$ cat src/design/execPkg.sv
`default_nettype none

package execPkg;

   // Datapath sizes
   localparam int dataWidth   = 16;
   localparam int regCount    = 8;
   localparam int regIdxWidth = 3;  // log2 of regCount
   localparam int immWidth    = 8;  // Immediate field, zero-extended

   typedef logic [7:0]             opcodeT;
   typedef logic [dataWidth-1:0]   dataT;
   typedef logic [regIdxWidth-1:0] regIdxT;
   typedef logic [1:0]             aluClassT;
   typedef logic [3:0]             aluOpT;

   // Arithmetic opcodes, bit 5 marks the immediate form
   localparam opcodeT opAddReg = 8'b0000_1000;
   localparam opcodeT opAddImm = 8'b0010_1000;
   localparam opcodeT opSubReg = 8'b0000_0100;
   localparam opcodeT opSubImm = 8'b0010_0100;
   localparam opcodeT opMovImm = 8'b0011_1010;
   localparam opcodeT opMovReg = 8'b0001_1010;

   // Memory and branch opcodes
   localparam opcodeT opLdrPos = 8'b0101_1001;
   localparam opcodeT opLdrNeg = 8'b0101_0001;
   localparam opcodeT opStrNeg = 8'b0101_0000;
   localparam opcodeT opCbz    = 8'b1011_0100;

   localparam aluClassT classMem   = 2'b00;
   localparam aluClassT classCbz   = 2'b01;
   localparam aluClassT classArith = 2'b10;

   localparam aluOpT aluAdd    = 4'b0010;
   localparam aluOpT aluSub    = 4'b0110;
   localparam aluOpT aluMovImm = 4'b1011;
   localparam aluOpT aluMovReg = 4'b1100;
   localparam aluOpT aluZero   = 4'b1001;  // Kept clear of shift-left 0111

   typedef struct packed {
      opcodeT              opcode;
      regIdxT              rd;   // Destination, also store data and CBZ source
      regIdxT              rn;
      regIdxT              rm;
      logic [immWidth-1:0] imm;
   } instT;

   typedef struct packed {
      aluClassT aluClass;
      logic     regWrite;  // Result goes back to rd
      logic     useImm;    // Operand B from imm instead of rm
      logic     memRead;
      logic     memWrite;
      logic     isBranch;
   } ctrlT;

   typedef struct packed {
      dataT   result;
      dataT   memAddr;
      dataT   storeData;
      logic   memRead;
      logic   memWrite;
      logic   branchTaken;
      logic   regWrite;
      regIdxT rd;
   } outcomeT;

endpackage

`default_nettype wire

$ cat src/design/mainDecoder.sv
`timescale 1ns/10ps
`default_nettype none

// Opcode to ALU class and datapath control bits
module mainDecoder
   import execPkg::*;
(
   input  opcodeT opcode,
   output ctrlT   ctrl
);

   always_comb begin
      ctrl = '0;  // All controls off unless decoded

      case (opcode)
         opLdrPos,
         opLdrNeg: begin
            ctrl.aluClass = classMem;
            ctrl.memRead  = 1'b1;
            ctrl.useImm   = 1'b1;  // Offset from imm
         end

         opStrNeg: begin
            ctrl.aluClass = classMem;
            ctrl.memWrite = 1'b1;
            ctrl.useImm   = 1'b1;
         end

         opCbz: begin
            ctrl.aluClass = classCbz;
            ctrl.isBranch = 1'b1;  // Tests rd, no writeback
         end

         // Everything else treated as arithmetic
         default: begin
            ctrl.aluClass = classArith;
            ctrl.regWrite = 1'b1;
            ctrl.useImm   = opcode[5];  // Immediate forms have bit 5 set
         end
      endcase
   end

endmodule

`default_nettype wire

$ cat src/design/aluControl.sv
`timescale 1ns/10ps
`default_nettype none

// Second decode level, class plus opcode to ALU operation
module aluControl
   import execPkg::*;
(
   input  aluClassT aluClass,
   input  opcodeT   opcodeField,
   output aluOpT    aluOperation
);

   always_comb begin
      aluOperation = aluAdd;  // Safe default, no latch

      case (aluClass)
         classMem: begin
            case (opcodeField)
               opLdrPos: aluOperation = aluAdd;  // rn + offset
               opLdrNeg: aluOperation = aluSub;  // rn - offset
               opStrNeg: aluOperation = aluSub;
               default:  aluOperation = aluAdd;
            endcase
         end

         classCbz: aluOperation = aluZero;  // Pass rd through, zero flag

         classArith: begin
            case (opcodeField)
               opAddReg,
               opAddImm: aluOperation = aluAdd;
               opSubReg,
               opSubImm: aluOperation = aluSub;
               opMovImm: aluOperation = aluMovImm;
               opMovReg: aluOperation = aluMovReg;
               default:  aluOperation = aluAdd;  // Unknown arith opcode acts as ADD
            endcase
         end

         default: aluOperation = aluAdd;  // Unused class 11
      endcase
   end

endmodule

`default_nettype wire

$ cat src/design/alu.sv
`timescale 1ns/10ps
`default_nettype none

// 16-bit ALU, add/sub/move and zero test
module alu
   import execPkg::*;
(
   input  dataT  a,
   input  dataT  b,
   input  aluOpT operation,
   output dataT  result,
   output logic  zero
);

   always_comb begin
      case (operation)
         aluAdd:    result = a + b;  // Wraps at 16 bits
         aluSub:    result = a - b;
         aluMovImm: result = b;      // b is the zero-extended imm here
         aluMovReg: result = b;      // b is rm here

         // CBZ only needs the flag, value just passes through
         aluZero:   result = a;

         default:   result = a + b;
      endcase
   end

   // Flag always on operand A
   assign zero = (a == '0);

endmodule

`default_nettype wire

$ cat src/design/regFile.sv
`timescale 1ns/10ps
`default_nettype none

// 8 x 16 register file, 3 async read ports, 1 sync write
module regFile
   import execPkg::*;
(
   input  logic   clk,
   input  logic   rstN,
   input  regIdxT rdAddrA,
   input  regIdxT rdAddrB,
   input  regIdxT rdAddrC,
   output dataT   rdDataA,
   output dataT   rdDataB,
   output dataT   rdDataC,
   input  logic   wrEn,
   input  regIdxT wrAddr,
   input  dataT   wrData
);

   dataT regs [regCount];

   // Whole file clears on reset
   always_ff @(posedge clk or negedge rstN) begin
      if (!rstN) begin
         for (int i = 0; i < regCount; i++) begin
            regs[i] <= '0;
         end
      end else if (wrEn) begin
         regs[wrAddr] <= wrData;
      end
   end

   assign rdDataA = regs[rdAddrA];  // rn
   assign rdDataB = regs[rdAddrB];  // rm
   assign rdDataC = regs[rdAddrC];  // rd, for store data and CBZ

endmodule

`default_nettype wire

$ cat src/design/execCore.sv
`timescale 1ns/10ps
`default_nettype none

// Single-issue execute stage, one cycle from instValid to outValid
module execCore
   import execPkg::*;
(
   input  logic    clk,
   input  logic    rstN,
   input  logic    instValid,
   input  instT    inst,
   output logic    outValid,
   output outcomeT outcome
);

   ctrlT    ctrl;
   aluOpT   aluOp;
   dataT    rnData;
   dataT    rmData;
   dataT    rdData;
   dataT    opA;
   dataT    opB;
   dataT    aluResult;
   logic    aluZeroFlag;
   outcomeT nextOutcome;

   mainDecoder u_mainDecoder (
      .opcode (inst.opcode),
      .ctrl   (ctrl)
   );

   aluControl u_aluControl (
      .aluClass     (ctrl.aluClass),
      .opcodeField  (inst.opcode),
      .aluOperation (aluOp)
   );

   // Write port fed from the same values that get registered below
   regFile u_regFile (
      .clk     (clk),
      .rstN    (rstN),
      .rdAddrA (inst.rn),
      .rdAddrB (inst.rm),
      .rdAddrC (inst.rd),
      .rdDataA (rnData),
      .rdDataB (rmData),
      .rdDataC (rdData),
      .wrEn    (nextOutcome.regWrite),
      .wrAddr  (nextOutcome.rd),
      .wrData  (nextOutcome.result)
   );

   assign opA = ctrl.isBranch ? rdData : rnData;  // CBZ tests rd
   assign opB = ctrl.useImm ? {{(dataWidth-immWidth){1'b0}}, inst.imm} : rmData;

   alu u_alu (
      .a         (opA),
      .b         (opB),
      .operation (aluOp),
      .result    (aluResult),
      .zero      (aluZeroFlag)
   );

   // Next outcome, flags only count with a valid instruction
   always_comb begin
      nextOutcome.result      = aluResult;
      nextOutcome.memAddr     = aluResult;  // rn +/- imm for loads and stores
      nextOutcome.storeData   = rdData;
      nextOutcome.memRead     = instValid & ctrl.memRead;
      nextOutcome.memWrite    = instValid & ctrl.memWrite;
      nextOutcome.branchTaken = instValid & ctrl.isBranch & aluZeroFlag;
      nextOutcome.regWrite    = instValid & ctrl.regWrite;
      nextOutcome.rd          = inst.rd;
   end

   always_ff @(posedge clk or negedge rstN) begin
      if (!rstN) begin
         outValid <= 1'b0;
         outcome  <= '0;
      end else begin
         outValid <= instValid;  // Single pulse per instruction
         outcome  <= nextOutcome;
      end
   end

endmodule

`default_nettype wire

$ cat config.mk
export PLATFORM = sky130hd
export DESIGN_NAME = execCore
export DESIGN_NICKNAME = d
export VERILOG_FILES = /design/src/design/execPkg.sv /design/src/design/mainDecoder.sv /design/src/design/aluControl.sv /design/src/design/alu.sv /design/src/design/regFile.sv /design/src/design/execCore.sv
export SDC_FILE = /design/constraint.sdc
export NUM_CORES = 1
export LEC_CHECK = 0
export BUFFER_PORTS_ARGS = -buffer_cell sky130_fd_sc_hd__buf_2
export CAP_MARGIN = 20
export CORE_AREA = 5 5 170 172
export DETAILED_ROUTE_END_ITERATION = 10
export DIE_AREA = 0 0 175 177
export PLACE_DENSITY = 0.63
export SYNTH_ARGS = -nofsm -noshare
export SYNTH_HDL_FRONTEND = slang
export SYNTH_SLANG_ARGS = --single-unit
export TNS_END_PERCENT = 10
$ cat constraint.sdc
create_clock -name clk -period 4.3 [get_ports clk]
set_clock_uncertainty 0.05 [all_clocks]
set_input_delay 0.86 -clock clk [delete_from_list [all_inputs] [get_ports clk]]
set_output_delay 0.86 -clock clk [all_outputs]
set_load 0.02 [all_outputs]
==> out/metrics.cfg, run 1 <==
[grt]
grt_overflow = 0
grt_pass1_vias = 9264
antenna_found_initial = 0
grt_max_degree = 82
grt_util_all_layers = 0.2356
grt_pass1_wl_um = 55300

[clocking]
clock-root-buffer = clkbuf_16
cts_sinks = 168
clock_path_buffers = 2
cts_htree_levels = 4
clk_latency_ps = 440
cts_tree = done
clk_pin_slew_ps = 70
ctsHoldBuffers = 0
cts_buffers = 17

[sta]
finalSetupViolations = 52
relSlewSlack = 0.4328
setup_tns_ps = -7488
worst_slack_ps = -315.9
fmax_mhz = 216.6
maxSlewViolCount = 0
period_share = 1.073
worst_pin_slew_ps = 846.2
min_period_ps = 4616
fin_hold_ws_ps = 395.2
rsz0062_at_grt = yes
hold_viol_final = 0

[logic_synthesis]
synthAdderAreaFrac = 0.02185
synth_compound_area_frac = 0.1006
synth_top_family_by_area = multiplexers
post_synth.cell_area_avg_um2 = 11.51
synth-simple-area-share = 0.1083
synth_flop_cell = dfrtp_1
synth_cell_types = 74
synth_edf_count = 0
synth_cells = 925
yosys_warnings = 0
synthMuxAreaShare = 0.3114
netlist_area_mm2 = 0.01065
ys_seq_area_frac = 0.3948
synth-async-reset-ratio = 1.000
ys_seq_elements = 168
synth_xor_area_frac = 0.02138
syn_nets = 971

[pwr]
p_clk_frac = 0.139
ir_worst_vdd_mv = 0.3870
total_power_w = 0.01115
p_sw_frac = 0.4210
p_switching_w = 0.004695
internal_power_w = 0.006456
leakage_nw = 6.277
power_frac_comb = 0.591
powerDensity_mw_per_mm2 = 786.7
sequentialPowerShare = 0.270

[place]
preCtsSetupSlack_ps = -968.1
placed_area_mm2 = 0.01324
dpl.hpwl_um = 27190
port_buffers = 83
gp_congestion = 0.9742

[cells_and_area]
final_common_cell = buf_4
area_growth_pct = 33.10
antennaDiodeCount = 0
final_area_mm2 = 0.01417
drive_gt1_frac = 0.5049
nets = 1265
most-common-layout-cells = 250 x buf_4, 168 x dfrtp_1, 94 x nand2_1, 82 x mux2_2, 82 x buf_2

[drt]
wl_met2_um = 17430
top_layer = met4
routed_via_density = 5.897
wl_per_cell_um = 23.31
first_pass_iters = 5
wl_met3_um = 3422
drc = 0
wl_met1_um = 14880
wl_um = 36790
drt_iter0_drc = 984
ant_nets = 0
vias = 9305

[critical_path]
cp-end-kind = flip-flop
cp_max_fo = 5
worstSetupStartpointType = input port
cpMaxStageDelayCell = or4b_4
crit_type = in2reg
rrSetupSlack_ps = -140
crit_chain = buf_2 -> or4b_4 -> o21ai_4 -> buf_4 -> nand2_2 -> and3_4 -> or2_4 -> nor2_1 -> xor2_1 -> ha_1 -> a21oi_2 -> nor2_1 -> a21oi_2 -> nand2_2 -> o41ai_4 -> xor2_1 -> o221ai_2 -> buf_2 -> mux2_2
crit_required_ps = 4570
ff2ff_path_depth = 19
timing.rr.end = u_regFile.regs[13]
reg2reg_from = u_regFile.regs[20]
critical_path_arrival_ps = 4890
cpPeakStageDelay_ps = 550

[floorplanning]
ioPinCount = 84
dieWidth_um = 175
core_region_area_mm2 = 0.02732
die-area_mm2 = 0.03098
start_util = 0.3897
die_y_um = 177
rows = 61

[run]
maxCapViolCount = 0

[run_status]
violations = setup timing
status = complete, but fails checks

[worst_hold_path]
hp-class = in2async

## critical path: cells and delay by family
kind            cells  cell delay, ps
mux                 1             260
simple gates        7            1440
xor+xnor            2             460
compound gates      5            1110
fa+ha+maj           1             290
buf+inv             3             470
## power groups by stage
stage                     sequential (W)  combinational, W  clock (W)
after floorplan                  0.00297           0.00340          0
after global placement           0.00294           0.00598          0
after detailed placement         0.00297           0.00606          0
after CTS                        0.00295           0.00623    0.00157
after global routing             0.00308           0.00702    0.00163
final                            0.00301           0.00659    0.00155
## area by class of cell
type / count / area, µm²
multi-input combinational: 666 / 6347
tap: 346 / 432.9
clock inverter: 13 / 131.4
clock buffer: 19 / 442.9
inverter: 17 / 63.81
fill: 2369 / 13150
sequential: 168 / 4204
timing repair buffer: 349 / 2551
## per-stage QoR
stage               instances  utilization
floorplan                 925            -
global placement         1540       0.4846
detailed placement       1540       0.4846
CTS                      1574       0.5094
global route             1578       0.5187
finish                   1578       0.5187
## worst max-delay path by stage
stage,start,endpoint,depth (start not counted)
6_report,inst[20],u_regFile.regs[13],19
5_1_grt,inst[10],u_regFile.regs[93],22
4_1_cts,inst[9],u_regFile.regs[110],18
3_5_place_dp,inst[20],u_regFile.regs[110],18
3_3_place_gp,inst[20],u_regFile.regs[94],18
2_1_floorplan,inst[9],u_regFile.regs[110],18
## registers in the layout, indices dropped and copies added (netlist names)
name            flops
outValid            1
outcome            39
u_regFile.regs    128
## metal layers
| metal | GRT usage | up-vias |
|---|---|---|
| li1 | - | 4075 |
| met1 | 0.3140 | 4602 |
| met2 | 0.3904 | 551 |
| met3 | 0.05191 | 77 |
| met4 | 0.06776 | 0 |
| met5 | 0 | - |
## cell families after synthesis
| group | count (synthesis) |
|---|---|
| flip-flops | 168 |
| buffers and inverters | 91 |
| multiplexers | 214 |
| AND/OR/NAND/NOR | 249 |
| AO/OA/AOI/OAI | 159 |
| XOR/XNOR | 26 |
| adder cells (fa/ha/maj) | 18 |
## synthesized netlist by cell type, drive strengths merged (6+ instances only)
library cell | n | area share
mux2 | 100 | 0.11
clkbuf | 34 | 0.012
nand3 | 6 | 0.0028
nand2 | 96 | 0.034
nand4 | 6 | 0.0041
xor2 | 15 | 0.012
o22ai | 8 | 0.0047
o211ai | 7 | 0.0049
dfrtp | 168 | 0.39
ha | 17 | 0.020
xnor2 | 11 | 0.0090
a21oi | 38 | 0.018
mux4 | 82 | 0.18
a31oi | 17 | 0.010
nand2b | 10 | 0.0059
nor3 | 17 | 0.0080
mux2i | 32 | 0.030
or2 | 6 | 0.0038
o221ai | 17 | 0.014
nor4 | 6 | 0.0049
inv | 15 | 0.0053
nor2b | 6 | 0.0035
nor2 | 78 | 0.028
o21ai | 32 | 0.016
buf | 40 | 0.024
## repair_timing
action	in CTS	in global routing
gates resized for setup	16	59
buffers inserted	2	3
pin swaps	7	19
gates cloned	0	2
setup endpoints to repair	95	105
Note: power is estimated with default switching activity, not from simulation.
==> run 2, diff against run 1 <==
- RECOVER_POWER: not set -> 50
==> out/metrics.cfg, run 2 (synthesis gave the netlist of run 1 again) <==
[clocking]
clk_latency_ps = 440  ; about the same
clock-root-buffer = clkbuf_16  ; unchanged
cts_tree = done  ; unchanged
ctsHoldBuffers = 0  ; unchanged
cts_buffers = 17  ; unchanged
cts_sinks = 168  ; unchanged
clock_path_buffers = 2  ; unchanged
clk_pin_slew_ps = 70  ; about the same
cts_htree_levels = 4  ; unchanged

[cells_and_area]
n_fill_cell = 2376  ; was 2369
nets = 1265  ; unchanged
final_area_mm2 = 0.01415  ; was 0.01417 mm²
drive_gt1_frac = 0.5008  ; was 0.5049
regMostFlops = u_regFile.regs  ; unchanged
most-common-layout-cells = 245 x buf_4, 168 x dfrtp_1, 94 x nand2_1, 82 x mux2_2, 81 x mux4_2  ; was 250 x buf_4, 168 x dfrtp_1, 94 x nand2_1, 82 x mux2_2, 82 x buf_2
area_growth_pct = 32.84  ; was 33.10%
largest_reg_flops = 128  ; unchanged
final_common_cell = buf_4  ; unchanged
reg_top3 = u_regFile.regs (128), outcome (39), outValid (1)  ; unchanged
antennaDiodeCount = 0  ; unchanged

[critical_path]
crit_buf_inv = 3  ; unchanged
cpMaxStageDelayCell = or4b_4  ; unchanged
cp_max_fo = 5  ; unchanged
worstSetupStartpointType = input port  ; unchanged
cp-end-kind = flip-flop  ; unchanged
cpPeakStageDelay_ps = 550  ; about the same
crit_type = in2reg  ; unchanged
crit_required_ps = 4580  ; was 4570 ps
critical_path_arrival_ps = 4900  ; was 4890 ps
crit_chain = buf_2 -> or4b_4 -> o21ai_4 -> buf_4 -> nand2_2 -> and3_4 -> or2_4 -> nor2_1 -> xor2_1 -> ha_1 -> a21oi_2 -> nor2_1 -> a21oi_2 -> nand2_2 -> o41ai_4 -> xor2_1 -> o221ai_2 -> buf_2 -> mux2_2  ; unchanged
critPathTopFamily = simple AND/OR/NAND/NOR gates  ; unchanged

[pwr]
p_switching_w = 0.004696  ; was 0.004695 W
powerDensity_mw_per_mm2 = 788.2  ; was 786.7 mW/mm²
sequentialPowerShare = 0.270  ; about the same
power_frac_comb = 0.591  ; about the same
leakage_nw = 6.259  ; was 6.277 nW
ir_worst_vdd_mv = 0.3800  ; was 0.3870 mV
p_sw_frac = 0.4212  ; was 0.4210
internal_power_w = 0.006453  ; was 0.006456 W
p_clk_frac = 0.139  ; about the same

[floorplanning]
die-area_mm2 = 0.03098  ; unchanged
dieWidth_um = 175  ; unchanged
ioPinCount = 84  ; unchanged
start_util = 0.3897  ; unchanged
rows = 61  ; unchanged
core_region_area_mm2 = 0.02732  ; unchanged
die_y_um = 177  ; unchanged

[run_status]
violations = capacitance limit, slew limit, setup timing  ; was setup timing
status = complete, but fails checks  ; unchanged

[drt]
routed_via_density = 5.884  ; was 5.897
drc = 0  ; unchanged
vias = 9285  ; was 9305
first_pass_iters = 5  ; unchanged
ant_nets = 0  ; unchanged
wl_per_cell_um = 23.40  ; was 23.31 µm
drt_iter0_drc = 1100  ; was 984
wl_um = 36920  ; was 36790 µm

[place]
gp_congestion = 0.9742  ; unchanged
placed_area_mm2 = 0.01324  ; unchanged
preCtsSetupSlack_ps = -968.1  ; unchanged
dpl.hpwl_um = 27190  ; unchanged
port_buffers = 83  ; unchanged

[sta]
maxSlewViolCount = 82  ; was 0
worst_slack_ps = -325.9  ; was -315.9 ps
hold_viol_final = 0  ; unchanged
finalSetupViolations = 65  ; was 52
worst_pin_slew_ps = 2104  ; was 846.2 ps
period_share = 1.076  ; was 1.073
rsz0062_at_grt = yes  ; unchanged
fmax_mhz = 216.2  ; was 216.6 MHz
relSlewSlack = -0.4029  ; was 0.4328
min_period_ps = 4626  ; was 4616 ps

[grt]
grt_util_all_layers = 0.2356  ; unchanged
grt_pass1_wl_um = 55300  ; unchanged
grt_pass1_vias = 9264  ; unchanged
grt_overflow = 0  ; unchanged
grt_max_degree = 82  ; unchanged
antenna_found_initial = 0  ; unchanged

[run]
maxCapViolCount = 1  ; was 0

[worst_hold_path]
hp-class = reg2reg  ; was in2async

## run 2: layout make-up
class | instances | area (µm²) | area share
multi-input cells | 666 | 6341 | 0.4483
flip-flops and latches | 168 | 4204 | 0.2972
repair buffers | 349 | 2530 | 0.1788
clock buffers | 19 | 442.9 | 0.03131
well taps | 346 | 432.9 | 0.03060
clock inverters | 13 | 131.4 | 0.009287
inverters | 17 | 63.81 | 0.004511
## run 2: worst min-delay path, cell delays in order (launching register included)
cell	delay, ps
dfrtp_1	400
nand2_1	60
nand2_1	60
## run 2: final timing paths
check,start,cells past startpoint,slack [ps],to
max reg2reg,u_regFile.regs[4],19,-160,u_regFile.regs[13]
min in group asynchronous,rstN,1,930,outcome[17]
max in group asynchronous,rstN,2,1250,u_regFile.regs[127]
min reg2reg,u_regFile.regs[100],2,500,u_regFile.regs[100]
max,inst[20],19,-330,u_regFile.regs[13]
min,u_regFile.regs[100],2,500,u_regFile.regs[100]
## run 2: repair_timing
| action | in CTS | in global routing |
|---|---|---|
| gates resized for setup | 16 | 59 |
| buffers inserted | 2 | 3 |
| pin swaps | 7 | 19 |
| cloned | 0 | 2 |
| endpoints found under the setup margin | 95 | 105 |
## run 2: metal layers
layer  vias up  global-route usage  part of all wire  wire length (µm)
met2       491              0.3904              0.47             17480
met3        82             0.05191             0.091              3358
met5         -                   0                 0                 0
met4         0             0.06776             0.030              1095
li1       4075                   -                 -                 -
met1      4637              0.3140              0.41             14980
## run 2: power by group through the flow
stage / sequential (W) / combinational (W) / clock (W)
3_3_place_gp: 0.00294 / 0.00598 / 0
2_1_floorplan: 0.00297 / 0.00340 / 0
6_report: 0.00301 / 0.00659 / 0.00155
4_1_cts: 0.00295 / 0.00623 / 0.00157
5_1_grt: 0.00308 / 0.00701 / 0.00163
3_5_place_dp: 0.00297 / 0.00606 / 0
## run 2: per-stage QoR
step	total power, W	TNS, ps	std cells	hold WS, ps	utilization
after CTS	0.01075	-15440	1574	445.2	0.5094
after floorplan	0.006369	-30000	925	422.4	-
after global placement	0.008921	-82280	1540	464.7	0.4846
after detailed placement	0.009034	-76560	1540	471.2	0.4846
after global routing	0.01173	-23010	1578	524.8	0.5177
final	0.01115	-9123	1578	495.8	0.5177
